<file path="config.mk">
export PLATFORM = sky130hd
export DESIGN_NAME = perf_counters
export DESIGN_NICKNAME = d
export VERILOG_FILES = /design/src/trio_pkg.sv /design/src/perf_counters.sv
export SDC_FILE = /design/constraint.sdc
export NUM_CORES = 1
export LEC_CHECK = 0
export BUFFER_PORTS_ARGS = -buffer_cell sky130_fd_sc_hd__buf_2
export CORE_MARGIN = 1
export CORE_UTILIZATION = 57
export DETAILED_ROUTE_END_ITERATION = 10
export PLACE_DENSITY = 0.84
export SYNTH_ARGS = -nofsm -noshare
export SYNTH_HDL_FRONTEND = slang
export SYNTH_SLANG_ARGS = --single-unit
</file>
<file path="constraint.sdc">
create_clock -name clk -period 3.7 [get_ports clk]
set_input_delay 0.74 -clock clk [delete_from_list [all_inputs] [get_ports clk]]
set_output_delay 0.74 -clock clk [all_outputs]
set_load 0.02 [all_outputs]
</file>
<file path="src/trio_pkg.sv">
package trio_pkg;

    localparam int XLEN      = 32;
    localparam int NUM_LANES = 3;

    typedef logic [XLEN-1:0] word_t;
    typedef logic [4:0]      reg_idx_t;

    // Major opcodes the lanes execute
    // Any other opcode retires as a nop
    typedef enum logic [6:0] {
        OPC_OP     = 7'b0110011,
        OPC_OP_IMM = 7'b0010011,
        OPC_LUI    = 7'b0110111,
        OPC_LOAD   = 7'b0000011,
        OPC_STORE  = 7'b0100011
    } opcode_t;

    // One instruction buffer slot
    typedef struct packed {
        word_t pc;
        word_t instr;
    } fetch_entry_t;

    // Word access on the data port
    typedef struct packed {
        word_t addr;
        word_t wdata;
        logic  we;
    } dmem_req_t;

    typedef struct packed {
        word_t cycles;
        word_t retired;
        word_t arb_stalls;
        word_t buffer_full;
    } perf_t;

endpackage
</file>
<file path="src/perf_counters.sv">
`timescale 1ns/1ps

module perf_counters import trio_pkg::*; (
    input  logic                 clk,
    input  logic                 reset,
    input  logic [NUM_LANES-1:0] i_retire,
    input  logic [1:0]           i_stall_count,
    input  logic                 i_buffer_full,
    output perf_t                o_perf
);

    always_ff @(posedge clk or negedge reset) begin
        if (!reset) begin
            o_perf <= '0;
        end else begin
            o_perf.cycles      <= o_perf.cycles + 1'b1;
            // Up to one retire per lane each cycle
            o_perf.retired     <= o_perf.retired + word_t'($countones(i_retire));
            o_perf.arb_stalls  <= o_perf.arb_stalls + word_t'(i_stall_count);
            o_perf.buffer_full <= o_perf.buffer_full + word_t'(i_buffer_full);
        end
    end

endmodule

</file>
==> impl_metrics.tcl <==
set metrics [dict create \
    maxCapViolCount 0 \
    overflow 0 \
    crit_slowest_cell "or4_4" \
    largest_reg_flops 128 \
    hold_viol 0 \
    fill_cells 644 \
    slew_headroom 0.5862 \
    synthTopCellsByArea "dfrtp_1 (57%), xnor2_1 (13%), xor2_1 (5.5%)" \
    ios 136 \
    drive_gt1_frac 0.2848 \
    hold_path.class "primary input to asynchronous set/reset pin" \
    cts_buffer_depth 2 \
    drt_pass1_iterations 4 \
    path_class "flop to flop" \
    tightest_slew_ns 0.6173 \
    grt_pass1_wl_mm 19.62 \
    p_leak_nw 3.630 \
    clock_latency_ns 0.50 \
    synth-edff-count 0 \
    cts_root_buf "clkbuf_8" \
    place_ws_ns 0.5764 \
    antenna_cells 0 \
    io_buffers 135 \
    start_util 0.5975 \
    die_w_um 101.1 \
    syn_area_mm2 0.005599 \
    grt_use_met3 0.06033 \
    start_kind "flop" \
    cts_max_level 4 \
    die-area_mm2 0.01022 \
    synth_seq_cells 128 \
    routed_wl_mm 11.67 \
    cpPeakStageDelay_ns 0.59 \
    cp.required_ns 4.13 \
    synth.most_common_cell "dfrtp_1" \
    met1_usage 0.3148 \
    finalCritPeriodShare 0.7129 \
    cts_setup_buffers 0 \
    syn-num-nets 491 \
    finalMaxSlewViolations 0 \
    cp.arrival_ns 3.07 \
    tns_ns 0 \
    worstPathCellList "fa_1 > ha_1 > fa_1 > inv_1 > or4_4 > nor2_8 > and4_4 > xor2_2" \
    ctsHoldBuffers 0 \
    seq_area_mm2 0.003203 \
    fin_skew_ns 0.01650 \
    dpl.hpwl_mm 8.060 \
    place_congestion 0.8244 \
    synth.distinct_cells 34 \
    use_met2 0.4165 \
    rows 35 \
    synthCells 473 \
    vias 4133 \
    grt_max_degree 60 \
    core_area_mm2 0.009371 \
    top_register "o_perf" \
    fin_crit_ns 2.638 \
    largest_registers "o_perf (128)" \
    post_cts_resized 0 \
    grt_pass1_vias 4135 \
    die_y_um 101.1 \
    max_freq_ghz 0.3791 \
    synth_top_area_frac 0.5721 \
    vdd_drop_max_uv 459.2 \
    synth_common_cells "dfrtp_1 (128), xnor2_1 (84), nand3_1 (43)" \
    antenna_found_initial 0 \
    powerDensity_mw_per_mm2 557.9 \
    drc 0 \
    end_kind "flop" \
    yosysTopAreaCell "dfrtp_1" \
    cts_made_buffers 17 \
    ys.flop_type "dfrtp_1" \
    path_max_fanout 8 \
    top_usage_layer "met2" \
    cts_tree "done" \
    avgSynthCellArea_um2 11.84 \
    nets 644 \
    rsz0062_at_grt "false" \
    setup_viol 0 \
    vias_per_cell 5.382 \
    yosys_warnings 0 \
    ant_nets 0 \
    drt_iter0_drc 126 \
    syn_to_final_growth_pct 25.79 \
    layout_setup_ws_ns 1.062 \
    wl_per_cell_um 15.19 \
    crit_top_cell "fa_1" \
    cts.clk_slew.worst_paths_ns 0.06 \
    cts_sinks 128 \
    multi_input_area_mm2 0.002346 \
    grt_use_total 0.2467 \
    async_flop_share 1.000 \
    status "complete, no violations" \
    ys_seq_area_frac 0.5721 \
]
-- cells by family (layout without fill, tap and decap cells) --
| family | count (synthesis) | in the layout | synth area share |
|---|---|---|---|
| and+or+nand+nor | 199 | 199 | 0.2004 |
| DFF | 128 | 128 | 0.5721 |
| xor gates and xnor gates | 120 | 120 | 0.1891 |
| buffers and inverters | 13 | 179 | 0.008939 |
| adders and majority gates | 10 | 10 | 0.02637 |
| AOI/OAI and AO/OA | 3 | 3 | 0.003129 |
-- layer usage --
layer | vias up | share of wire | routed length, um
li1 | 1938 | - | -
met1 | 2068 | 0.43 | 5036
met2 | 116 | 0.51 | 5979
met3 | 11 | 0.047 | 543
met4 | 0 | 0.0094 | 110
met5 | - | 0 | 0
-- cells in the final DEF, fill, tap and decap left out, drive strengths merged --
cell      count
buf         137
dfrtp       128
xnor2        84
nand3        44
nand2        38
xor2         36
nand4        31
nor2         28
and3         22
clkbuf       20
inv          11
and4         11
nor3         11
ha            7
clkinvlp      5
nor4          4
clkinv        4
and2          3
fa            3
a21oi         2
bufinv        2
nor3b         2
or4           1
nand2b        1
a21o          1
nor2b         1
and2b         1
nand3b        1
-- path summary, 6_finish.rpt --
kind	from	to	slack [ns]	depth (start not counted)
worst min register to register	o_perf[31]$_DFF_PN0_	o_perf[31]$_DFF_PN0_	0.46	1
worst max register to register	o_perf[64]$_DFF_PN0_	o_perf[82]$_DFF_PN0_	1.06	8
min in group clk	o_perf[31]$_DFF_PN0_	o_perf[31]$_DFF_PN0_	0.46	1
max in group asynchronous	reset	o_perf[127]$_DFF_PN0_	2.66	2
worst min-delay path	reset	o_perf[57]$_DFF_PN0_	0.16	1
worst max-delay path	o_perf[64]$_DFF_PN0_	o_perf[82]$_DFF_PN0_	1.06	8
-- power breakdown --
group | switching, mW | total [mW] | internal [mW] | leakage, nW
Sequential | 0.170 | 1.70 | 1.53 | 1.70
Clock | 0.618 | 1.63 | 1.01 | 0.276
Combinational | 0.368 | 0.596 | 0.228 | 1.66
Total | 1.16 | 3.93 | 2.77 | 3.63
-- cell type report --
| cell class | count | share of cell area |
|---|---|---|
| sequential | 128 | 0.4548 |
| multi-input combinational | 332 | 0.3331 |
| timing repair buffer | 137 | 0.1002 |
| clock buffer | 20 | 0.06467 |
| tap | 129 | 0.02292 |
| clock inverter | 12 | 0.01901 |
| inverter | 10 | 0.005330 |
-- critical path: cells and delay by family (launching register included) --
kind          cells  cell delay (ns)
fa+ha+maj         3             0.99
simple gates      3             0.99
flops             1             0.39
xor+xnor          1             0.12
buf+inv           1             0.06
-- per-stage QoR --
step / cell area, um2 / total power, mW / instances / utilization / hold slack (ns)
floorplan: 5599 / 2.081 / 473 / - / 0.4444
global placement: 6454 / 2.293 / 736 / 0.6887 / 0.4527
detailed placement: 6454 / 2.326 / 736 / 0.6887 / 0.4575
CTS: 7043 / 3.962 / 768 / 0.7515 / 0.1659
global route: 7043 / 4.087 / 768 / 0.7515 / 0.1757
finish: 7043 / 3.929 / 768 / 0.7515 / 0.1565
No activity file was read; power rests on OpenSTA's default activity.
