--- src/trio_pkg.sv ---
package trio_pkg;

    localparam int XLEN      = 32;
    localparam int NUM_LANES = 3;

    typedef logic [XLEN-1:0] word_t;
    typedef logic [4:0]      reg_idx_t;

    // Major opcodes the lanes execute
    // Any other opcode retires as a nop
    typedef enum logic [6:0] {
        OPC_OP     = 7'b0110011,
        OPC_OP_IMM = 7'b0010011,
        OPC_LUI    = 7'b0110111,
        OPC_LOAD   = 7'b0000011,
        OPC_STORE  = 7'b0100011
    } opcode_t;

    // One instruction buffer slot
    typedef struct packed {
        word_t pc;
        word_t instr;
    } fetch_entry_t;

    // Word access on the data port
    typedef struct packed {
        word_t addr;
        word_t wdata;
        logic  we;
    } dmem_req_t;

    typedef struct packed {
        word_t cycles;
        word_t retired;
        word_t arb_stalls;
        word_t buffer_full;
    } perf_t;

endpackage
--- src/dmem_arbiter.sv ---
`timescale 1ns/1ps

module dmem_arbiter import trio_pkg::*; (
    input  logic                      clk,
    input  logic                      reset,
    input  logic      [NUM_LANES-1:0] i_req_valid,
    input  dmem_req_t [NUM_LANES-1:0] i_req,
    input  logic                      i_dmem_rvalid,
    input  word_t                     i_dmem_rdata,
    output logic      [NUM_LANES-1:0] o_grant,
    output word_t                     o_rdata,
    output logic      [NUM_LANES-1:0] o_rvalid,
    output logic                      o_dmem_valid,
    output dmem_req_t                 o_dmem_req,
    output logic      [1:0]           o_stall_count
);

    logic                 load_busy;
    logic [NUM_LANES-1:0] load_owner;

    // Lane 0 highest, port closed while a load is in flight
    always_comb begin
        o_grant    = '0;
        o_dmem_req = '0;
        if (!load_busy) begin
            for (int k = NUM_LANES-1; k >= 0; k--) begin
                if (i_req_valid[k]) begin
                    o_grant    = '0;
                    o_grant[k] = 1'b1;
                    o_dmem_req = i_req[k];
                end
            end
        end
    end

    assign o_dmem_valid  = |o_grant;
    assign o_stall_count = 2'($countones(i_req_valid)) - 2'($countones(o_grant));
    assign o_rdata       = i_dmem_rdata;
    assign o_rvalid      = (load_busy && i_dmem_rvalid) ? load_owner : '0;

    always_ff @(posedge clk or negedge reset) begin
        if (!reset) begin
            load_busy  <= 1'b0;
            load_owner <= '0;
        end else if (load_busy) begin
            if (i_dmem_rvalid) begin
                load_busy <= 1'b0;
            end
        end else if (o_dmem_valid && !o_dmem_req.we) begin
            load_busy  <= 1'b1;
            load_owner <= o_grant;
        end
    end

endmodule

--- config.mk ---
export PLATFORM = sky130hd
export DESIGN_NAME = dmem_arbiter
export DESIGN_NICKNAME = d
export VERILOG_FILES = /design/src/trio_pkg.sv /design/src/dmem_arbiter.sv
export SDC_FILE = /design/constraint.sdc
export NUM_CORES = 1
export LEC_CHECK = 0
export ABC_CLOCK_PERIOD_IN_PS = 4400
export BUFFER_PORTS_ARGS = -buffer_cell sky130_fd_sc_hd__buf_2
export CAP_MARGIN = 20
export CORE_AREA = 5 5 128 130
export DETAILED_ROUTE_END_ITERATION = 12
export DIE_AREA = 0 0 133 135
export PLACE_DENSITY = 0.52
export REMOVE_ABC_BUFFERS = 1
export SLEW_MARGIN = 15
export SYNTH_ARGS = -nofsm -noshare
export SYNTH_HDL_FRONTEND = slang
export SYNTH_SLANG_ARGS = --single-unit
--- constraint.sdc ---
create_clock -name clk -period 4.4 [get_ports clk]
set_input_delay 0 -clock clk [delete_from_list [all_inputs] [get_ports clk]]
set_output_delay 0 -clock clk [all_outputs]
set_load 0.01 [all_outputs]
==> results.txt <==
cell-internal power: 421 uW
netlist area before placement: 0.00187 mm^2
total via count after detailed routing: 3245
critical path required time: 4.40 ns
area growth from synthesis to layout: 72.4%
number of warnings reported in the yosys synthesis log: 0
Final setup viols: 0
IO buf count: 274
pin count of the biggest net entering global routing: 52
Global Route met2 Usage: 19.4%
area of the core: 0.0150 mm^2
Max Buffers Root-to-Sink: 2
area share of the leading cell type in the synthesized netlist: 29.9%
Final Max Slew Viols: 0
detailed-route wire length: 12800 um
total half-perimeter wirelength after legalization and detailed placement: 10300 um
number of rows in the core area: 45
Die Height: 135 um
Antenna Diode Count: 0
net count of the finished layout: 754
global-route wire length before repair: 18000 um
fraction of layout instances using a drive strength above 1: 56.0%
number of maximum-capacitance violations: 0
leading cell types by total area after synthesis: a221oi_1 30%, nor3_1 17%, nor2_1 14%, buf_4 13%, dfrtp_1 5.3%
post-synthesis cell type count: 26
clock period minus worst slack: 2.77 ns
Die Outline Area: 0.0180 mm^2
Iteration-0 DRC Markers: 113
Post-synth ARST share: 100%
starting density of the core: 12.5%
gr usage total: 12.7%
Post-synth EDFFs: 0
GR Layer Usage met3: 7.15%
accumulated negative setup slack: 0 ns
remaining antenna violation count after routing: 0
final worst clock skew: 0.00184 ns
number of top-level pins: 339
register bit total from synthesis: 4
Avg Cell Area, Syn: 6.22 um^2
initial antenna violation count: 0
TritonCTS clock tree: done
Flop pwr share: 10.1%
Overflow after GRT: 0
vias in the first global route: 3313
maximum net fanout on the critical path: 30
count of mapped cells out of synthesis: 301
Peak supply drop: 0.0000943 V
clock latency on the worst-skew pair: 0.23 ns
critical path data arrival time: 2.77 ns
clock slew at reported path FFs: 0.03 ns
placer's final routability congestion estimate: 0.762
number of buffers inserted by post-CTS setup repair: 0
worst min path class: input port to output port
post_cts resized: 0
upper clock frequency limit: 361 MHz
Non-Filler Cell Area, Final: 0.00323 mm^2
clock network power share: 18.9%
number of detailed-routing iterations run before antenna repair: 4
clock tree sinks: 4
switching power as a share of total power: 46.1%
post-place instance area: 0.00314 mm^2
status: finished clean
buffer type at the clock tree root: clkbuf_16
post-route clock period utilization: 62.9%
minimum setup slack among reg-to-reg paths: 2.24 ns
Critical Path End Type: output port
wire per inst: 18.2 um
grt met1 use: 15.4%
slew at the pin closest to its max-slew limit: 0.723 ns
final count of hold timing violations: 0
Main synth FF type: dfrtp_1
GR peak layer: met2
total leakage power: 0.00173 uW
total power divided by cell area: 242 mW/mm^2
Slew headroom: 51.7%
sequential-to-total area share from yosys stat: 5.34%
number of buffers inserted during clock tree synthesis: 3
fraction of power consumed by combinational cells: 71.0%
average via count per standard cell: 4.61
startpoint kind of the worst setup timing path: flip-flop
critical setup path kind: flip-flop to output port
drt drc: 0
H-tree level count: 1
dominant cell by count in the synthesized netlist: nor2_1
cell type with the highest aggregate area in the netlist: a221oi_1
ranking of synthesized cells by instance count: 68 x nor2_1, 64 x a221oi_1, 64 x nor3_1, 32 x buf_4, 24 x clkbuf_1
NetSw: 359 uW
width of the die: 133 um
RSZ-0062 raised after global routing: false
==> stage by stage <==
step           hold slack (ns)  setup slack [ns]  utilization, %  total power [uW]  cells
2_1_floorplan           -0.296              1.28               -               332    232
3_3_place_gp            -0.189              1.85            20.9               640    699
3_5_place_dp            -0.189              1.85            20.9               638    699
4_1_cts              0.0000814              1.60            21.5               791    704
5_1_grt              0.0000652              1.43            21.5               844    704
6_report             0.0000741              1.63            21.5               780    704
==> kinds of logic (layout without fill, tap and decap cells) <==
family | count (synthesis) | after routing | synth area share (%)
muxes | 1 | 1 | 0.801
buffers and inverters | 77 | 292 | 22.8
AOI/OAI and AO/OA | 70 | 70 | 32.3
and+or+nand+nor | 143 | 143 | 34.3
DFF | 4 | 4 | 5.34
adders and majority gates | 4 | 4 | 3.47
xor gates and xnor gates | 2 | 2 | 0.935
==> cell type report <==
cell class                 count  area, um^2
clock buffer                   4        78.8
multi-input combinational    220        1350
inverter                       8        30.0
tap                          188         235
timing repair buffer         280        1430
sequential                     4         101
fill                        1738       11800
==> critical path, stage by stage (launching register included) <==
cell and delay [ns]:
dfrtp_2 0.73, inv_1 0.11, nand2_1 0.11, ha_1 0.25, fa_1 0.46, fa_1 0.40
xor2_1 0.18, xnor2_1 0.13, buf_2 0.16
==> registers in the layout, summed over array words and instances (netlist names) <==
name        count
load_busy       1
load_owner      3
==> routing by layer <==
layer / wire length (um) / vias up
li1: - / 1531
met1: 5130 / 1441
met2: 5450 / 255
met3: 1940 / 16
met4: 206 / 2
met5: 63 / -
==> repair_timing <==
action,CTS,global route
hold endpoints to repair,4,0
hold buffers,1,0
setup endpoints to repair,0,0
==> path summary, 6_finish.rpt <==
path	cells past startpoint	from	end
setup / recovery	8	load_busy	o_stall_count[1]
hold / removal	0	i_dmem_rdata[10]	o_rdata[10]
setup reg to reg	5	load_busy	load_owner[1]
hold reg to reg	1	load_owner[2]	load_owner[2]
max in group asynchronous	2	reset	load_busy
min in group asynchronous	2	reset	load_owner[1]
==> cell usage in the layout, fill, tap and decap left out, types with 2 or more instances in the layout <==
cell,Yosys,routed
clkbuf_16,0,3
a22o_1,2,2
nor3_1,64,64
nor2_1,68,67
and3_1,3,3
ha_1,2,2
buf_4,32,4
buf_2,9,274
nand2_1,4,4
dfrtp_1,4,3
a221oi_1,64,64
fa_1,2,2
inv_1,8,7
==> power by group through the flow <==
stage	sequential, uW	combinational (uW)	clock, uW
2_1_floorplan	86.0	246	0
3_3_place_gp	79.5	561	0
3_5_place_dp	78.4	559	0
4_1_cts	78.5	561	151
5_1_grt	81.5	609	153
6_report	78.4	554	148
Power figures use the tool's default switching activity.
