--- src/trio_pkg.sv ---
package trio_pkg;

    localparam int XLEN      = 32;
    localparam int NUM_LANES = 3;

    typedef logic [XLEN-1:0] word_t;
    typedef logic [4:0]      reg_idx_t;

    // Major opcodes the lanes execute
    // Any other opcode retires as a nop
    typedef enum logic [6:0] {
        OPC_OP     = 7'b0110011,
        OPC_OP_IMM = 7'b0010011,
        OPC_LUI    = 7'b0110111,
        OPC_LOAD   = 7'b0000011,
        OPC_STORE  = 7'b0100011
    } opcode_t;

    // One instruction buffer slot
    typedef struct packed {
        word_t pc;
        word_t instr;
    } fetch_entry_t;

    // Word access on the data port
    typedef struct packed {
        word_t addr;
        word_t wdata;
        logic  we;
    } dmem_req_t;

    typedef struct packed {
        word_t cycles;
        word_t retired;
        word_t arb_stalls;
        word_t buffer_full;
    } perf_t;

endpackage
--- src/fetch_unit.sv ---
`timescale 1ns/1ps

module fetch_unit import trio_pkg::*; #(
    parameter int    BUFFER_DEPTH = 8,
    parameter word_t RESET_PC     = '0
) (
    input  logic                         clk,
    input  logic                         reset,
    input  logic                         i_fetch_valid,
    input  word_t        [NUM_LANES-1:0] i_fetch_words,
    input  logic         [1:0]           i_pop,
    output logic                         o_fetch_req,
    output word_t                        o_fetch_addr,
    output fetch_entry_t [NUM_LANES-1:0] o_head,
    output logic         [1:0]           o_count,
    output logic                         o_full
);

    localparam int PTR_W = $clog2(BUFFER_DEPTH);

    fetch_entry_t     buffer_mem [BUFFER_DEPTH];
    logic [PTR_W-1:0] wr_ptr;
    logic [PTR_W-1:0] rd_ptr;
    logic [PTR_W:0]   fill;
    logic [PTR_W:0]   fill_next;
    word_t            fetch_pc;
    logic             req_q;

    // Occupancy after this edge
    assign fill_next = fill + (i_fetch_valid ? (PTR_W+1)'(NUM_LANES) : '0)
                     - (PTR_W+1)'(i_pop);

    assign o_full       = (fill > (PTR_W+1)'(BUFFER_DEPTH - NUM_LANES));
    assign o_fetch_req  = req_q;
    assign o_fetch_addr = fetch_pc;
    assign o_count      = (fill >= (PTR_W+1)'(NUM_LANES)) ? 2'(NUM_LANES) : fill[1:0];

    // Head window, wraps around the ring
    always_comb begin
        for (int k = 0; k < NUM_LANES; k++) begin
            o_head[k] = buffer_mem[rd_ptr + PTR_W'(k)];
        end
    end

    always_ff @(posedge clk or negedge reset) begin
        if (!reset) begin
            wr_ptr   <= '0;
            rd_ptr   <= '0;
            fill     <= '0;
            fetch_pc <= RESET_PC;
            req_q    <= 1'b0;
        end else begin
            fill   <= fill_next;
            rd_ptr <= rd_ptr + PTR_W'(i_pop);
            // Answer lands next cycle, so never two strobes back to back
            req_q  <= !req_q && (fill_next <= (PTR_W+1)'(BUFFER_DEPTH - NUM_LANES));
            if (i_fetch_valid) begin
                wr_ptr   <= wr_ptr + PTR_W'(NUM_LANES);
                fetch_pc <= fetch_pc + word_t'(4 * NUM_LANES);
            end
        end
    end

    // Returned words tagged with their pc
    always_ff @(posedge clk) begin
        if (i_fetch_valid) begin
            for (int k = 0; k < NUM_LANES; k++) begin
                buffer_mem[wr_ptr + PTR_W'(k)] <= '{pc:    fetch_pc + word_t'(4 * k),
                                                    instr: i_fetch_words[k]};
            end
        end
    end

endmodule

--- config.mk ---
export PLATFORM = sky130hd
export DESIGN_NAME = fetch_unit
export DESIGN_NICKNAME = d
export VERILOG_FILES = /design/src/trio_pkg.sv /design/src/fetch_unit.sv
export SDC_FILE = /design/constraint.sdc
export NUM_CORES = 2
export LEC_CHECK = 0
export BUFFER_PORTS_ARGS = -buffer_cell sky130_fd_sc_hd__buf_2
export CAP_MARGIN = 20
export CORE_MARGIN = 2
export CORE_UTILIZATION = 47
export CTS_CLUSTER_DIAMETER = 30
export DETAILED_ROUTE_END_ITERATION = 8
export PLACE_DENSITY = 0.7
export SLEW_MARGIN = 25
export SYNTH_ARGS = -nofsm -noshare
export SYNTH_HDL_FRONTEND = slang
export SYNTH_SLANG_ARGS = --single-unit
export TNS_END_PERCENT = 100
--- constraint.sdc ---
create_clock -name clk -period 9.8 [get_ports clk]
set_input_delay 2.45 -clock clk [delete_from_list [all_inputs] [get_ports clk]]
set_output_delay 2.45 -clock clk [all_outputs]
set_load 0.1 [all_outputs]
==> key figures <==
Outcome
  – Outcome: finished clean

Worst setup path
  – Worst r2r dst: buffer_mem[5][36]
  – Critical setup path kind: reg -> out
  – Worst setup EP type: output port
  – CP startpoint: rd_ptr[1]
  – Worst r2r path cells: 6
  – Data arrival, critical path: 4470 ps
  – Critical Path End: o_head[76]
  – Worst Path Max Fanout: 64
  – Crit path required time: 7350 ps
  – Critical path launch point type: flop
  – RR Startpoint: wr_ptr[0]
  – R2r setup slk: 5310 ps

Global routing
  – Initial antenna violation count: 18
  – First-pass GRT wire length: 187000 µm
  – Number of global-route vias before repair: 29100
  – GRT Total Usage: 0.320
  – GRT Residual Overflow: 0
  – Largest net degree at the start of global routing: ~160

Yosys
  – Synth warn: 0
  – Sequential share of the synthesized area: 0.442
  – Yosys reg bits: 537
  – Post-synth EDFFs: 496
  – Top FF cell, synth: edfxtp_1
  – Synth Area per Inst: 10.1 µm²
  – Synthesized instance count: 3578
  – Async set or reset register ratio after synthesis: 0.0764
  – Synth unique cells: between 50 and 60
  – Syn Std Cell Area: 36000 µm²

Timing
  – Fin. Hold Viols: 0
  – Slew margin rel.: 0.224
  – Period minus WS final: 6920 ps
  – Pin slew with the least headroom to its limit: about 1200 ps
  – RSZ-0062 raised after global routing: no
  – # setup viols final: 0
  – Skew final: 39.7 ps
  – Slew Viols, Final: 0
  – Setup TNS: 0 ps
  – Fmax: 0.145 GHz
  – Period Utilization, post-route: 0.706

Cells and area
  – Commonest non-fill, non-tap cell in the layout: nand2_1
  – Filler Cell Count: 6292
  – Synth-to-Final Area Change: 17.2%
  – Nets: about 3800
  – Share of layout cells above drive strength 1: 0.267
  – Commonest non-fill, non-tap cells in the layout: 784 x nand2_1, 496 x edfxtp_1, 418 x nor2_1

Clocking
  – Post-cts sizing count: 0
  – Clock sinks: around 540
  – Total CTS buffers: 119
  – Cts hold-fix bufs: 0
  – Clock transition at the registers of the reported paths: 50 ps
  – CTS tree: done
  – CTS Buffer Depth: 3
  – Clk Latency, worst-skew pair: 690 ps
  – Postcts setup bufs: 0
  – Clk root buf: clkbuf_16
  – H-tree levels: 3

Floorplan
  – # IOs: between 300 and 400
  – Initial Util: 0.474
  – Row count: 101
  – Die H: 281 µm
  – Area of the core: 75900 µm²
  – Die Span X: 281 µm
  – Total die area: about 79000 µm²

Drt
  – DR vias: 30200
  – Drt first pass iters: 8
  – DR vias/cell: 6.24
  – Drc violations: 0
  – WL per Instance: 26.3 µm
  – Total routed wirelength: 128000 µm
  – Final antenna-violating net count: 0
  – Drt first-iter violations: 4655

Placement
  – Dpl hpwl: 75000 µm
  – Placer Congestion: 0.891
  – IO buf count: 320

Run
  – Max-cap violation count: 0

Worst hold path
  – Hold WC Path Type: reg -> reg
==> state kept, by name (all words and copies together) (netlist names) <==
signal	flops
o_fetch_req	1
buffer_mem	496
rd_ptr	3
fill	4
o_fetch_addr	30
wr_ptr	3
==> cell usage after synthesis (3+ instances only) <==
| cell type | number | area [µm²] |
|---|---|---|
| nor3_1 | 28 | 140 |
| or2_2 | 3 | 18.8 |
| nand4_1 | 12 | 75.1 |
| clkbuf_1 | 225 | 845 |
| o21ai_0 | 153 | 766 |
| xor2_1 | 157 | 1380 |
| and3_1 | 3 | 18.8 |
| nor4_2 | 4 | 50.1 |
| nand2b_1 | 6 | 37.5 |
| o211ai_1 | 4 | 30.0 |
| clkbuf_2 | 63 | 315 |
| nand3_1 | 40 | 200 |
| a21oi_1 | 74 | 370 |
| nor3_2 | 4 | 40.0 |
| nand2_1 | 792 | 2970 |
| ha_1 | 14 | 175 |
| and4_1 | 7 | 61.3 |
| buf_4 | 38 | 285 |
| edfxtp_1 | 496 | 14900 |
| or3_1 | 6 | 37.5 |
| inv_1 | 18 | 67.6 |
| buf_2 | 42 | 210 |
| nor2b_1 | 4 | 25.0 |
| xnor2_1 | 102 | 893 |
| o22ai_1 | 16 | 100 |
| buf_1 | 27 | 101 |
| a31oi_1 | 256 | 1600 |
| fa_1 | 3 | 60.1 |
| and2_1 | 3 | 18.8 |
| mux4_2 | 186 | 4190 |
| mux2i_1 | 94 | 941 |
| mux2_2 | 186 | 2090 |
| dfrtp_1 | 41 | 1030 |
| nor2_1 | 425 | 1600 |
| a221oi_1 | 16 | 140 |
| or4_1 | 5 | 37.5 |
==> through the flow <==
| stage | hold WS [ps] | std cells | util | worst slack [ps] | area (µm²) |
|---|---|---|---|---|---|
| 4_1_cts | 433 | 4824 | 0.555 | 2630 | 42100 |
| 5_1_grt | 444 | 4839 | 0.556 | 2780 | 42200 |
| 3_5_place_dp | 426 | 4601 | 0.500 | 3340 | 38000 |
| 6_report | 441 | 4841 | 0.556 | 2880 | 42200 |
| 3_3_place_gp | 429 | 4600 | 0.500 | 3380 | 37900 |
| 2_1_floorplan | 492 | 3585 | - | 1760 | 36000 |
==> worst max-delay path, cell delays in order, from the launching register on <==
cell	delay (ps)
dfrtp_4	730
ha_4	1030
buf_4	920
mux4_2	420
mux2_2	330
buf_2	310
==> layer usage <==
metal	vias to the layer above	wire length, µm	track usage
li1	13100	-	-
met1	14500	47000	0.419
met2	2189	58000	0.489
met3	438	16200	0.0826
met4	4	6340	0.166
met5	-	29	0
==> area by class of cell <==
class	count	area, µm²	share of cell area
Multi-Input combinational cell	2632	18600	0.441
Sequential cell	537	15900	0.377
Clock buffer	134	3120	0.0739
Timing Repair Buffer	383	2110	0.0500
Tap cell	1030	1290	0.0305
Clock inverter	89	1050	0.0248
Inverter	20	77.6	0.00184
Antenna cell	16	40.0	0.000949
==> worst min path at each step <==
stage / startpoint / slack, ps / cells after the start / to
6_report: o_fetch_req / 440 / 1 / o_fetch_req
5_1_grt: o_fetch_req / 440 / 1 / o_fetch_req
4_1_cts: o_fetch_req / 430 / 1 / o_fetch_req
3_5_place_dp: o_fetch_req / 430 / 1 / o_fetch_req
3_3_place_gp: o_fetch_req / 430 / 1 / o_fetch_req
2_1_floorplan: rd_ptr[0] / 490 / 1 / rd_ptr[0]
==> kinds of logic after synthesis <==
group           share of synthesized area
compound gates                     0.0859
xor+xnor                           0.0634
fa+ha+maj                         0.00653
buf+inv                            0.0512
flops                               0.442
mux                                 0.201
other cells                      0.000104
simple gates                        0.150
Power is left out: the tool's default activity adds up to more than one toggle a clock period on the data nets, which glitch-free logic cannot reach.
