==> src/trio_pkg.sv <==
package trio_pkg;

    localparam int XLEN      = 32;
    localparam int NUM_LANES = 3;

    typedef logic [XLEN-1:0] word_t;
    typedef logic [4:0]      reg_idx_t;

    // Major opcodes the lanes execute
    // Any other opcode retires as a nop
    typedef enum logic [6:0] {
        OPC_OP     = 7'b0110011,
        OPC_OP_IMM = 7'b0010011,
        OPC_LUI    = 7'b0110111,
        OPC_LOAD   = 7'b0000011,
        OPC_STORE  = 7'b0100011
    } opcode_t;

    // One instruction buffer slot
    typedef struct packed {
        word_t pc;
        word_t instr;
    } fetch_entry_t;

    // Word access on the data port
    typedef struct packed {
        word_t addr;
        word_t wdata;
        logic  we;
    } dmem_req_t;

    typedef struct packed {
        word_t cycles;
        word_t retired;
        word_t arb_stalls;
        word_t buffer_full;
    } perf_t;

endpackage
==> src/issue_unit.sv <==
`timescale 1ns/1ps

module issue_unit import trio_pkg::*; (
    input  logic                         clk,
    input  logic                         reset,
    input  fetch_entry_t [NUM_LANES-1:0] i_head,
    input  logic         [1:0]           i_count,
    input  logic         [NUM_LANES-1:0] i_lane_busy,
    output logic         [1:0]           o_pop,
    output logic         [NUM_LANES-1:0] o_issue_valid,
    output fetch_entry_t [NUM_LANES-1:0] o_issue_entry
);

    opcode_t  [NUM_LANES-1:0] opc;
    reg_idx_t [NUM_LANES-1:0] rd;
    reg_idx_t [NUM_LANES-1:0] rs1;
    reg_idx_t [NUM_LANES-1:0] rs2;
    logic     [NUM_LANES-1:0] writes_rd;
    logic     [NUM_LANES-1:0] reads_rs1;
    logic     [NUM_LANES-1:0] reads_rs2;
    logic     [NUM_LANES-1:0] is_mem;
    logic     [NUM_LANES-1:0] take;
    logic                     hold;

    // Register usage per head entry, x0 writes count as none
    always_comb begin
        for (int k = 0; k < NUM_LANES; k++) begin
            opc[k]       = opcode_t'(i_head[k].instr[6:0]);
            rd[k]        = i_head[k].instr[11:7];
            rs1[k]       = i_head[k].instr[19:15];
            rs2[k]       = i_head[k].instr[24:20];
            is_mem[k]    = (opc[k] == OPC_LOAD) || (opc[k] == OPC_STORE);
            writes_rd[k] = ((opc[k] == OPC_OP) || (opc[k] == OPC_OP_IMM) ||
                            (opc[k] == OPC_LUI) || (opc[k] == OPC_LOAD)) && (rd[k] != '0);
            reads_rs1[k] = (opc[k] == OPC_OP) || (opc[k] == OPC_OP_IMM) || is_mem[k];
            reads_rs2[k] = (opc[k] == OPC_OP) || (opc[k] == OPC_STORE);
        end
    end

    // Group grows in order and stops at the first conflict
    always_comb begin
        take[0] = (i_count != 2'd0);
        for (int j = 1; j < NUM_LANES; j++) begin
            take[j] = take[j-1] && (i_count > 2'(j));
            for (int i = 0; i < j; i++) begin
                if (writes_rd[i] && ((reads_rs1[j] && rs1[j] == rd[i]) ||
                                     (reads_rs2[j] && rs2[j] == rd[i]) ||
                                     (writes_rd[j] && rd[j] == rd[i]))) begin
                    take[j] = 1'b0;
                end
                if (is_mem[i] && is_mem[j]) begin
                    take[j] = 1'b0;
                end
            end
        end
    end

    assign hold  = |i_lane_busy;
    assign o_pop = hold ? 2'd0 : 2'($countones(take));

    always_ff @(posedge clk or negedge reset) begin
        if (!reset) begin
            o_issue_valid <= '0;
        end else begin
            o_issue_valid <= hold ? '0 : take;
        end
    end

    always_ff @(posedge clk) begin
        o_issue_entry <= i_head;
    end

endmodule

==> config.mk <==
export PLATFORM = sky130hd
export DESIGN_NAME = issue_unit
export DESIGN_NICKNAME = d
export VERILOG_FILES = /design/src/trio_pkg.sv /design/src/issue_unit.sv
export SDC_FILE = /design/constraint.sdc
export NUM_CORES = 1
export LEC_CHECK = 0
export ABC_AREA = 1
export BUFFER_PORTS_ARGS = -buffer_cell sky130_fd_sc_hd__buf_2
export CORE_AREA = 4 4 152 154
export DETAILED_ROUTE_END_ITERATION = 12
export DIE_AREA = 0 0 156 158
export PLACE_DENSITY = 0.63
export SYNTH_ARGS = -nofsm -noshare
export SYNTH_HDL_FRONTEND = slang
export SYNTH_SLANG_ARGS = --single-unit
==> constraint.sdc <==
create_clock -name clk -period 2 [get_ports clk]
set_input_delay 0.3 -clock clk [delete_from_list [all_inputs] [get_ports clk]]
set_output_delay 0.3 -clock clk [all_outputs]
set_load 0.005 [all_outputs]
==> results of run 1 <==
-- state kept, by name, indices dropped and copies added (netlist names) --
signal         flops
o_issue_entry    192
o_issue_valid      3
-- layer usage --
| layer | share of wire | track usage | routed length, um |
|---|---|---|---|
| met5 | 0.0016 | 0 | 36 |
| met4 | 0.033 | 0.0688 | 729 |
| met3 | 0.085 | 0.0634 | 1880 |
| met2 | 0.52 | 0.302 | 11400 |
| met1 | 0.36 | 0.176 | 7960 |
-- critical path, cell delays in order --
cell     delay (ns)
buf_2          0.09
nand2_2        0.05
nor2_2         0.11
nand2_2        0.08
or2_4          0.27
nor2_4         0.09
nor2_2         0.05
nand2_2        0.07
inv_2          0.04
fa_1           0.53
inv_1          0.04
nor2_1         0.09
buf_2          0.13
-- what timing repair did --
action / CTS / global route
hold buffers: 162 / 4
buffers inserted: 2 / 1
endpoints found under the setup margin: 2 / 2
gates resized for setup: 40 / 90
pin swaps: 17 / 44
hold endpoints to repair: 164 / 4
-- cell families (layout without fill, tap and decap cells) --
| kind of cell | Yosys count | count (layout) |
|---|---|---|
| AOI/OAI and AO/OA | 8 | 8 |
| xor gates and xnor gates | 21 | 21 |
| adders and majority gates | 1 | 1 |
| buffers and inverters | 41 | 649 |
| DFF | 195 | 195 |
| and+or+nand+nor | 151 | 151 |
-- area by class of cell --
type,count,area [sq um],share of cell area
repair buffers,582,3930,0.389
flip-flops and latches,195,3920,0.388
multi-input cells,181,1100,0.109
clock buffers,18,439,0.0435
well taps,280,350,0.0347
clock inverters,14,178,0.0176
inverters,35,176,0.0175
-- how the worst min path moves through the flow --
| stage | startpoint | to | slack (ns) |
|---|---|---|---|
| after floorplan | reset | o_issue_valid[0]$_DFF_PN0_ | 0.004 |
| after global placement | reset | o_issue_valid[0]$_DFF_PN0_ | 0.1 |
| after detailed placement | reset | o_issue_valid[1]$_DFF_PN0_ | 0.1 |
| after CTS | i_head[150] | o_issue_entry[150]$_DFF_P_ | 0.0001 |
| after global routing | i_head[8] | o_issue_entry[8]$_DFF_P_ | 0.002 |
| final | i_head[80] | o_issue_entry[80]$_DFF_P_ | 0.02 |
-- where the power goes --
part           total (mW)  switching (mW)  internal, mW
clock                3.51            1.76          1.75
sequential           4.14          0.0514          4.09
combinational        1.06           0.445         0.618
total                8.71            2.25          6.46
-- cell usage in the layout (no fill, tap or decap), types with 5 or more instances in the layout --
cell type / netlist / routed
nand2_1: 96 / 77
nand2_2: 0 / 18
buf_2: 0 / 380
buf_6: 1 / 12
dfxtp_1: 192 / 192
inv_1: 28 / 18
clkbuf_16: 0 / 17
clkinv_8: 0 / 7
nand3_1: 14 / 7
nor2_1: 31 / 16
nor2_4: 0 / 5
xor2_1: 9 / 9
nand3_2: 2 / 8
buf_4: 5 / 20
dlygate4sd3_1: 0 / 166
nor2_2: 0 / 10
inv_2: 7 / 11
xnor2_1: 12 / 8
-- through the flow --
stage / hold WS (ns) / setup slack, ns / utilization / setup TNS, ns
after CTS: 0.0000952 / -0.241 / 0.450 / -0.353
final: 0.0249 / -0.250 / 0.465 / -0.344
after global placement: 0.0978 / -0.421 / 0.340 / -0.658
after detailed placement: 0.0991 / -0.381 / 0.340 / -0.612
after floorplan: 0.00441 / 0.0315 / - / 0
after global routing: 0.00171 / -0.350 / 0.465 / -0.517
==> out/qor.yml, run 1 <==
final_layout:
  final_cell_area_sq_um: 10100
  nets: 1212
  fillerInstances: 1950
  num_antenna_cells: 0
  syn_to_final_growth_pct: 104
  instances_no_fill: 1305
  drive_gt1_frac: 0.507
sta:
  timing.final.crit_share: 1.12
  fin_ws_ns: -0.250
  period_needed_ns: 2.25
  drv_slew: 0
  setup-violations-final: 2
  max-slew-margin-rel: 0.795
  fmax_mhz: 445
  finalHoldViolCount: 0
  rsz0062_at_grt: "true"
  worst_pin_slew_ns: 0.306
synth:
  avgSynthCellArea_sq_um: 11.9
  synth_compound_area_frac: 0.00833
  synth-edff-count: 0
  synthTopCellsByArea: "dfxtp_1 (78%), nand2_1 (7.3%), nor2_1 (2.3%)"
  yosysMostFrequentCell: "dfxtp_1"
  netlist_top_cells_count: "dfxtp_1 (192), nand2_1 (96), nor2_1 (31)"
  synthCells: 417
  synth_fp_nets: 617
  synth_seq_cells: 195
  yosysTopAreaCell: "dfxtp_1"
  ys_types: 20
  synthFlopType: "dfxtp_1"
  synth_fa_ha_area_frac: 0.00404
  async_flop_share: 0.0154
  synth_area_sq_um: 4960
  synth_top_area_frac: 0.775
  synth_simple_gate_area_frac: 0.124
  ys_warn_count: 0
  synthMuxAreaShare: 0
  synth_xor_area_frac: 0.0371
  synth_top_family_by_area: "simple AND/OR/NAND/NOR gates"
  synth-seq-area-share: 0.791
critical_path:
  worstSetupStartpoint: "i_head[65]"
  critPathKind: "input pin to output pin"
  endpoint_kind: "output pin"
  crit_end: "o_pop[0]"
  worstPathArrival_ns: 1.95
  start_kind: "input pin"
  required_ns: 1.70
  cp_max_fo: 3
pwr:
  max-vdd-ir-drop_mv: 0.455
  leakagePower_nw: 5.04
  power_density_nw_per_um2: 863
  power.total_mw: 8.71
place:
  placedCellCount: 1104
  port_buffers: 395
  gp_congestion: 0.836
  place_area_sq_um: 7370
  detailed_place_hpwl_um: 16200
detailed_routing:
  drt-initial-drc-count: 220
  viasPerCell: 3.87
  vias: 5051
  drt-total-wl_um: 22000
  dr.pass1.iters: 4
  drc_errors: 0
  wl_per_cell_um: 16.9
  detail-route-antenna-nets: 0
outcome:
  status: "finished, violations left"
  violations: "negative setup slack"
floorplanning:
  die_h_um: 158
  rows: 54
  die_area_sq_um: 24600
  start_util: 0.229
  core-area_sq_um: 21700
  ioPinCount: 396
  die_w_um: 156
min_path:
  hold_depth: 1
  min_path_type: "input pin to register"
clocking:
  htree_levels: 4
  clkTransAtPathRegs_ns: 0.07
  clkSinkCount: 195
  clock-root-buffer: "clkbuf_16"
  cts_buffers: 17
  clockBufferDepth: 2
  cts_tree: "yes"
global_routing:
  grt_max_degree: 22
  antenna_found_initial: 3
  grt_pass1_wl_um: 30900
  grt_overflow: 0
  grt_pass1_vias: 5354
  track_usage: 0.168
flow_run:
  max_cap_viol_count: 0
(Power assumes the default switching activity.)
==> run 2: changes to the inputs <==
Settings changed: BUFFER_PORTS_ARGS -buffer_cell sky130_fd_sc_hd__buf_2 to -buffer_cell sky130_fd_sc_hd__clkbuf_2, RECOVER_POWER set to 50.
==> run 2 against run 1 <==
Effect of this change:
- the run still ends with negative setup slack left
- via count decreased by 0.99%
- final cell count increased by 0.61%
- clock power decreased by 1%
- core utilization decreased by 0.20 points
- critical path type is now input pin to register
- largest power group unchanged
- highest routed layer is now met4
==> out/qor.yml, run 2 (same netlist as run 1, synthesis figures left out) <==
global_routing:
  grt_overflow: 0  # unchanged
  grt_pass1_vias: 5339  # -0.28%
  antenna_found_initial: 0  # -3
  track_usage: 0.169  # +0.00128
  grt_max_degree: 22  # unchanged
  grt_pass1_wl_um: 31100  # +0.43%
floorplanning:
  die_w_um: 156  # unchanged
  ioPinCount: 396  # unchanged
  start_util: 0.229  # unchanged
  rows: 54  # unchanged
  core-area_sq_um: 21700  # unchanged
  die_area_sq_um: 24600  # unchanged
  die_h_um: 158  # unchanged
final_layout:
  largest_reg_flops: 192  # unchanged
  largest-register: "o_issue_entry"
  final_common_cell: "clkbuf_2"
  drive_gt1_frac: 0.490  # -0.0170
  final_cell_area_sq_um: 10000  # -0.43%
  final_cell_mix: "clkbuf_2 (368), dfxtp_1 (192), dlygate4sd3_1 (162)"
  nets: 1219  # +0.58%
  top_regs: "o_issue_entry x192, o_issue_valid x3"
  syn_to_final_growth_pct: 103
sta:
  drv_slew: 0  # unchanged
  setup-violations-final: 3  # +1
  fmax_mhz: 441  # -0.81%
  fin_ws_ns: -0.268  # -0.0184 ns
  rsz0062_at_grt: "true"
  timing.final.crit_share: 1.13  # +0.00920
  worst_pin_slew_ns: 0.294  # -0.0115 ns
  period_needed_ns: 2.27  # +0.0184 ns
  max-slew-margin-rel: 0.802  # +0.00769
  finalHoldViolCount: 0  # unchanged
  setup_tns_ns: -0.580  # -0.237 ns
clocking:
  clkSinkCount: 195  # unchanged
  clkTransAtPathRegs_ns: 0.08  # about the same
  clockBufferDepth: 2  # unchanged
  cts_buffers: 17  # unchanged
  cts_tree: "yes"
  clock-root-buffer: "clkbuf_16"
  htree_levels: 4  # unchanged
detailed_routing:
  drt-total-wl_um: 22100  # +0.26%
  drc_errors: 0  # unchanged
  viasPerCell: 3.81  # -1.6%
  detail-route-antenna-nets: 0  # unchanged
  wl_per_cell_um: 16.8  # -0.35%
  vias: 5001  # -0.99%
  dr.pass1.iters: 5  # +1
  drt-initial-drc-count: 163  # -26%
critical_path:
  critPathKind: "input pin to register"
  required_ns: 2.37  # +0.67 ns
  cp_max_fo: 4  # +1
  worstSetupStartpoint: "i_head[135]"
  endpoint_kind: "register"
  start_kind: "input pin"
  worstPathArrival_ns: 2.64  # +0.69 ns
place:
  detailed_place_hpwl_um: 15800  # -2.0%
  place_area_sq_um: 7360  # -0.20%
  pre_cts_ws_ns: -0.524  # -0.144 ns
  port_buffers: 395  # unchanged
  gp_congestion: 0.869  # +3.9%
outcome:
  violations: "negative setup slack"
  status: "finished, violations left"
min_path:
  min_path_type: "input pin to register"
  hp-start: "i_head[136]"
pwr:
  leakagePower_nw: 5.12  # +1.6%
  max-vdd-ir-drop_mv: 0.491  # +8.0%
  power_density_nw_per_um2: 861  # -0.17%
flow_run:
  max_cap_viol_count: 0  # unchanged
==> run 2: final cells by class <==
cell class | count | area, sq um
Antenna cell | 1 | 2.50
Clock buffer | 18 | 429
Clock inverter | 14 | 180
Fill cell | 1965 | 11600
Inverter | 35 | 144
Multi-Input combinational cell | 181 | 1010
Sequential cell | 195 | 3920
Tap cell | 280 | 350
Timing Repair Buffer | 589 | 4010
==> run 2: timing repair <==
item                                    4_1_cts  5_1_grt
buffers inserted                             12        3
gates resized for setup                      63       34
hold buffers                                158        4
endpoints found under the hold margin       160        4
pin swaps                                    25        6
gates cloned                                  0        1
endpoints found under the setup margin        2        3
==> run 2: path summary, 6_finish.rpt <==
check                                             end  slack, ns  cells after the start
hold / removal             o_issue_entry[136]$_DFF_P_       0.03                      1
max in group asynchronous  o_issue_valid[0]$_DFF_PN0_       1.69                      2
min in group asynchronous  o_issue_valid[1]$_DFF_PN0_       0.19                      2
setup / recovery           o_issue_valid[2]$_DFF_PN0_      -0.27                     22
==> run 2: layer usage <==
metal | part of all wire | track usage | vias up
li1 | - | - | 2478
met1 | 0.36 | 0.174 | 2257
met2 | 0.52 | 0.313 | 233
met3 | 0.084 | 0.0596 | 33
met4 | 0.032 | 0.0675 | 0
met5 | 0 | 0 | -
==> run 2: report_power, final <==
| group | switching [mW] | internal, mW |
|---|---|---|
| Combinational | 0.435 | 0.616 |
| Clock | 1.74 | 1.72 |
| Sequential | 0.0579 | 4.09 |
| Total | 2.24 | 6.42 |
==> run 2: stage by stage <==
stage,std cells,utilization,hold slack [ns],power [mW]
after floorplan,417,-,0.00441,4.41
after global placement,1102,0.339,0.0982,4.92
after detailed placement,1102,0.339,0.0989,4.93
after CTS,1304,0.457,0.000772,8.73
after global routing,1312,0.463,0.00138,9.01
final,1313,0.463,0.0273,8.66
==> run 2: worst max-delay path: stages <==
cell and delay, ns:
clkbuf_4 0.14, nor2_2 0.08, nand3_1 0.06, nor2_1 0.08, nor2_1 0.07, nand2_1 0.09
nand3_2 0.10, nand2_1 0.08, nand3_2 0.10, buf_4 0.14, buf_4 0.12, buf_4 0.12
buf_4 0.12, buf_4 0.12, buf_4 0.12, buf_4 0.12, buf_4 0.12, buf_4 0.12
buf_4 0.12, buf_4 0.12, buf_4 0.13, nor2_2 0.06
==> run 3: changes to the inputs <==
Settings changed: REMOVE_ABC_BUFFERS set to 1.
==> run 3 against run 2 <==
Effect of this change:
- the flow still finishes with violations (negative setup slack)
- critical path depth down 9
- non-clock buffer count down 5
- sequential share of layout area about the same
- count of clock-buffer cells in the layout down 1
- core utilization up 0.058 points
- critical path type is now input pin to output pin
- total power down 0.92%
- combinational power about the same
- worst setup slack better by 0.039 ns
- first-iteration DRC count down 6.1%
- sequential power about the same
- maximum frequency up 1.8%
==> out/qor.yml, run 3 (same netlist as run 1, synthesis figures left out) <==
floorplanning:
  die_w_um: 156  # unchanged
  ioPinCount: 396  # unchanged
  die_area_sq_um: 24600  # unchanged
  core-area_sq_um: 21700  # unchanged
  rows: 54  # unchanged
  die_h_um: 158  # unchanged
  start_util: 0.229  # unchanged
detailed_routing:
  dr.pass1.iters: 4  # -1
  drc_errors: 0  # unchanged
  detail-route-antenna-nets: 0  # unchanged
  wl_per_cell_um: 16.7  # -0.59%
  vias: 5034  # +0.66%
  viasPerCell: 3.85  # +1.2%
  drt-total-wl_um: 21800  # -1.1%
  drt-initial-drc-count: 153  # -6.1%
final_layout:
  final_cell_mix: "clkbuf_2 (367), dfxtp_1 (192), dlygate4sd3_1 (168)"
  nets: 1214  # -0.41%
  instances_no_fill: 1306  # -0.53%
  fillerInstances: 2023  # +3.0%
  drive_gt1_frac: 0.489  # -0.00103
  top_regs: "o_issue_entry x192, o_issue_valid x3"
  num_antenna_cells: 0  # -1
  syn_to_final_growth_pct: 103
  largest-register: "o_issue_entry"
  final_common_cell: "clkbuf_2"
  largest_reg_flops: 192  # unchanged
clocking:
  clkSinkCount: 195  # unchanged
  clkTransAtPathRegs_ns: 0.07  # about the same
  htree_levels: 4  # unchanged
  cts_buffers: 17  # unchanged
  cts_tree: "yes"
  clock-root-buffer: "clkbuf_16"
  clockBufferDepth: 2  # unchanged
sta:
  period_needed_ns: 2.23  # -0.0393 ns
  worst_hold_slack_ns: 0.0336  # +0.00632 ns
  worst_pin_slew_ns: 0.299  # +0.00414 ns
  setup-violations-final: 2  # -1
  max-slew-margin-rel: 0.799  # -0.00278
  drv_slew: 0  # unchanged
  rsz0062_at_grt: "true"
  fmax_mhz: 449  # +1.8%
  timing.final.crit_share: 1.11  # -0.0196
  fin_ws_ns: -0.229  # +0.0393 ns
  finalHoldViolCount: 0  # unchanged
critical_path:
  endpoint_kind: "output pin"
  required_ns: 1.70  # -0.67 ns
  critPathKind: "input pin to output pin"
  crit_top_cell: "nor2_2"
  start_kind: "input pin"
  worstSetupStartpoint: "i_head[65]"
  crit_chain: "clkbuf_2 > nand2_2 > nor2_1 > nand2_1 > or2_4 > nor2_2 > nor2_2 > nand2_2 > nor2_2 > fa_1 > inv_1 > nor2_1 > buf_2"
  worstPathArrival_ns: 1.93  # -0.71 ns
  slowest_stage: "fa_1"
  crit_end: "o_pop[0]"
  cpPeakStageDelay_ns: 0.49  # +0.35 ns
  cp_max_fo: 3  # -1
global_routing:
  grt_pass1_vias: 5365  # +0.49%
  track_usage: 0.166  # -0.00313
  grt_pass1_wl_um: 30600  # -1.6%
  grt_overflow: 0  # unchanged
  grt_max_degree: 21  # -4.5%
  antenna_found_initial: 0  # unchanged
place:
  port_buffers: 395  # unchanged
  placedCellCount: 1104  # +0.18%
  gp_congestion: 0.864  # -0.53%
  detailed_place_hpwl_um: 15900  # +0.38%
pwr:
  internal-power_mw: 6.39  # -0.52%
  power_switching_mw: 2.19  # -2.1%
  p_clk_frac: 0.393  # -0.007
  power.total_mw: 8.58  # -0.92%
  leakagePower_nw: 5.08  # -0.73%
  power_density_nw_per_um2: 852  # -1.0%
  pwr-share-comb: 0.123  # +0.002
  seqPwrFrac: 0.484  # +0.005
  p_sw_frac: 0.255  # -0.00306
  max-vdd-ir-drop_mv: 0.412  # -16%
flow_run:
  max_cap_viol_count: 0  # unchanged
outcome:
  violations: "negative setup slack"
  status: "finished, violations left"
min_path:
  hold_depth: 1  # unchanged
  min_path_type: "input pin to register"
[run 3: changes by cell type in the layout (fill, tap and decap cells not counted), sizes merged]
cell / before / now
diode: 1 / 0
buf: 41 / 38
clkinvlp: 0 / 1
clkbuf: 404 / 395
dlygate4sd3: 162 / 168
clkinv: 6 / 5
[run 3: how the worst min path moves through the flow]
| stage | from | end | slack [ns] |
|---|---|---|---|
| after global placement | reset | o_issue_valid[0]$_DFF_PN0_ | 0.1 |
| final | i_head[137] | o_issue_entry[137]$_DFF_P_ | 0.03 |
| after global routing | i_head[137] | o_issue_entry[137]$_DFF_P_ | 0.003 |
| after floorplan | reset | o_issue_valid[0]$_DFF_PN0_ | 0.004 |
| after CTS | i_head[134] | o_issue_entry[134]$_DFF_P_ | 0.001 |
| after detailed placement | reset | o_issue_valid[0]$_DFF_PN0_ | 0.10 |
[run 3: critical path, delay by kind of cell]
family	cells	cell delay, ns
adders and majority gates	1	0.49
buffers and inverters	3	0.27
and+or+nand+nor	9	0.87
[run 3: timing repair]
item | CTS | global route
pin swaps | 8 | 40
buffers inserted | 1 | 2
endpoints found under the setup margin | 2 | 2
hold buffers | 157 | 11
gates resized for setup | 45 | 91
hold endpoints to repair | 159 | 11
[run 3: per-layer routing]
layer | track usage | vias to the layer above | wire, um
met5 | 0 | - | 0
met4 | 0.0584 | 0 | 560
met3 | 0.0610 | 35 | 1750
met2 | 0.303 | 230 | 11400
met1 | 0.176 | 2296 | 8120
li1 | - | 2473 | -
[run 3: stage by stage]
step           setup TNS, ns  utilization  cell area (sq um)  setup slack, ns
6_report              -0.303        0.464              10100           -0.229
3_5_place_dp          -0.681        0.340               7370           -0.425
4_1_cts               -0.382        0.447               9700           -0.274
5_1_grt               -0.516        0.464              10100           -0.326
2_1_floorplan              0            -               4910           0.0377
3_3_place_gp          -0.695        0.340               7370           -0.436
[run 3: power groups by stage]
stage | Sequential, mW | Clock [mW] | Combinational, mW
3_3_place_gp | 4.23 | 0 | 0.694
2_1_floorplan | 4.26 | 0 | 0.123
5_1_grt | 4.17 | 3.65 | 1.14
4_1_cts | 4.15 | 3.48 | 0.988
6_report | 4.15 | 3.37 | 1.05
3_5_place_dp | 4.24 | 0 | 0.696
[run 3: layout make-up]
type                            count  area (sq um)  share of cell area
Clock buffer                       17           425              0.0423
Clock inverter                     14           159              0.0158
Inverter                           35           174              0.0173
Multi-Input combinational cell    181          1070               0.106
Sequential cell                   195          3920               0.389
Tap cell                          280           350              0.0348
Timing Repair Buffer              584          3970               0.394
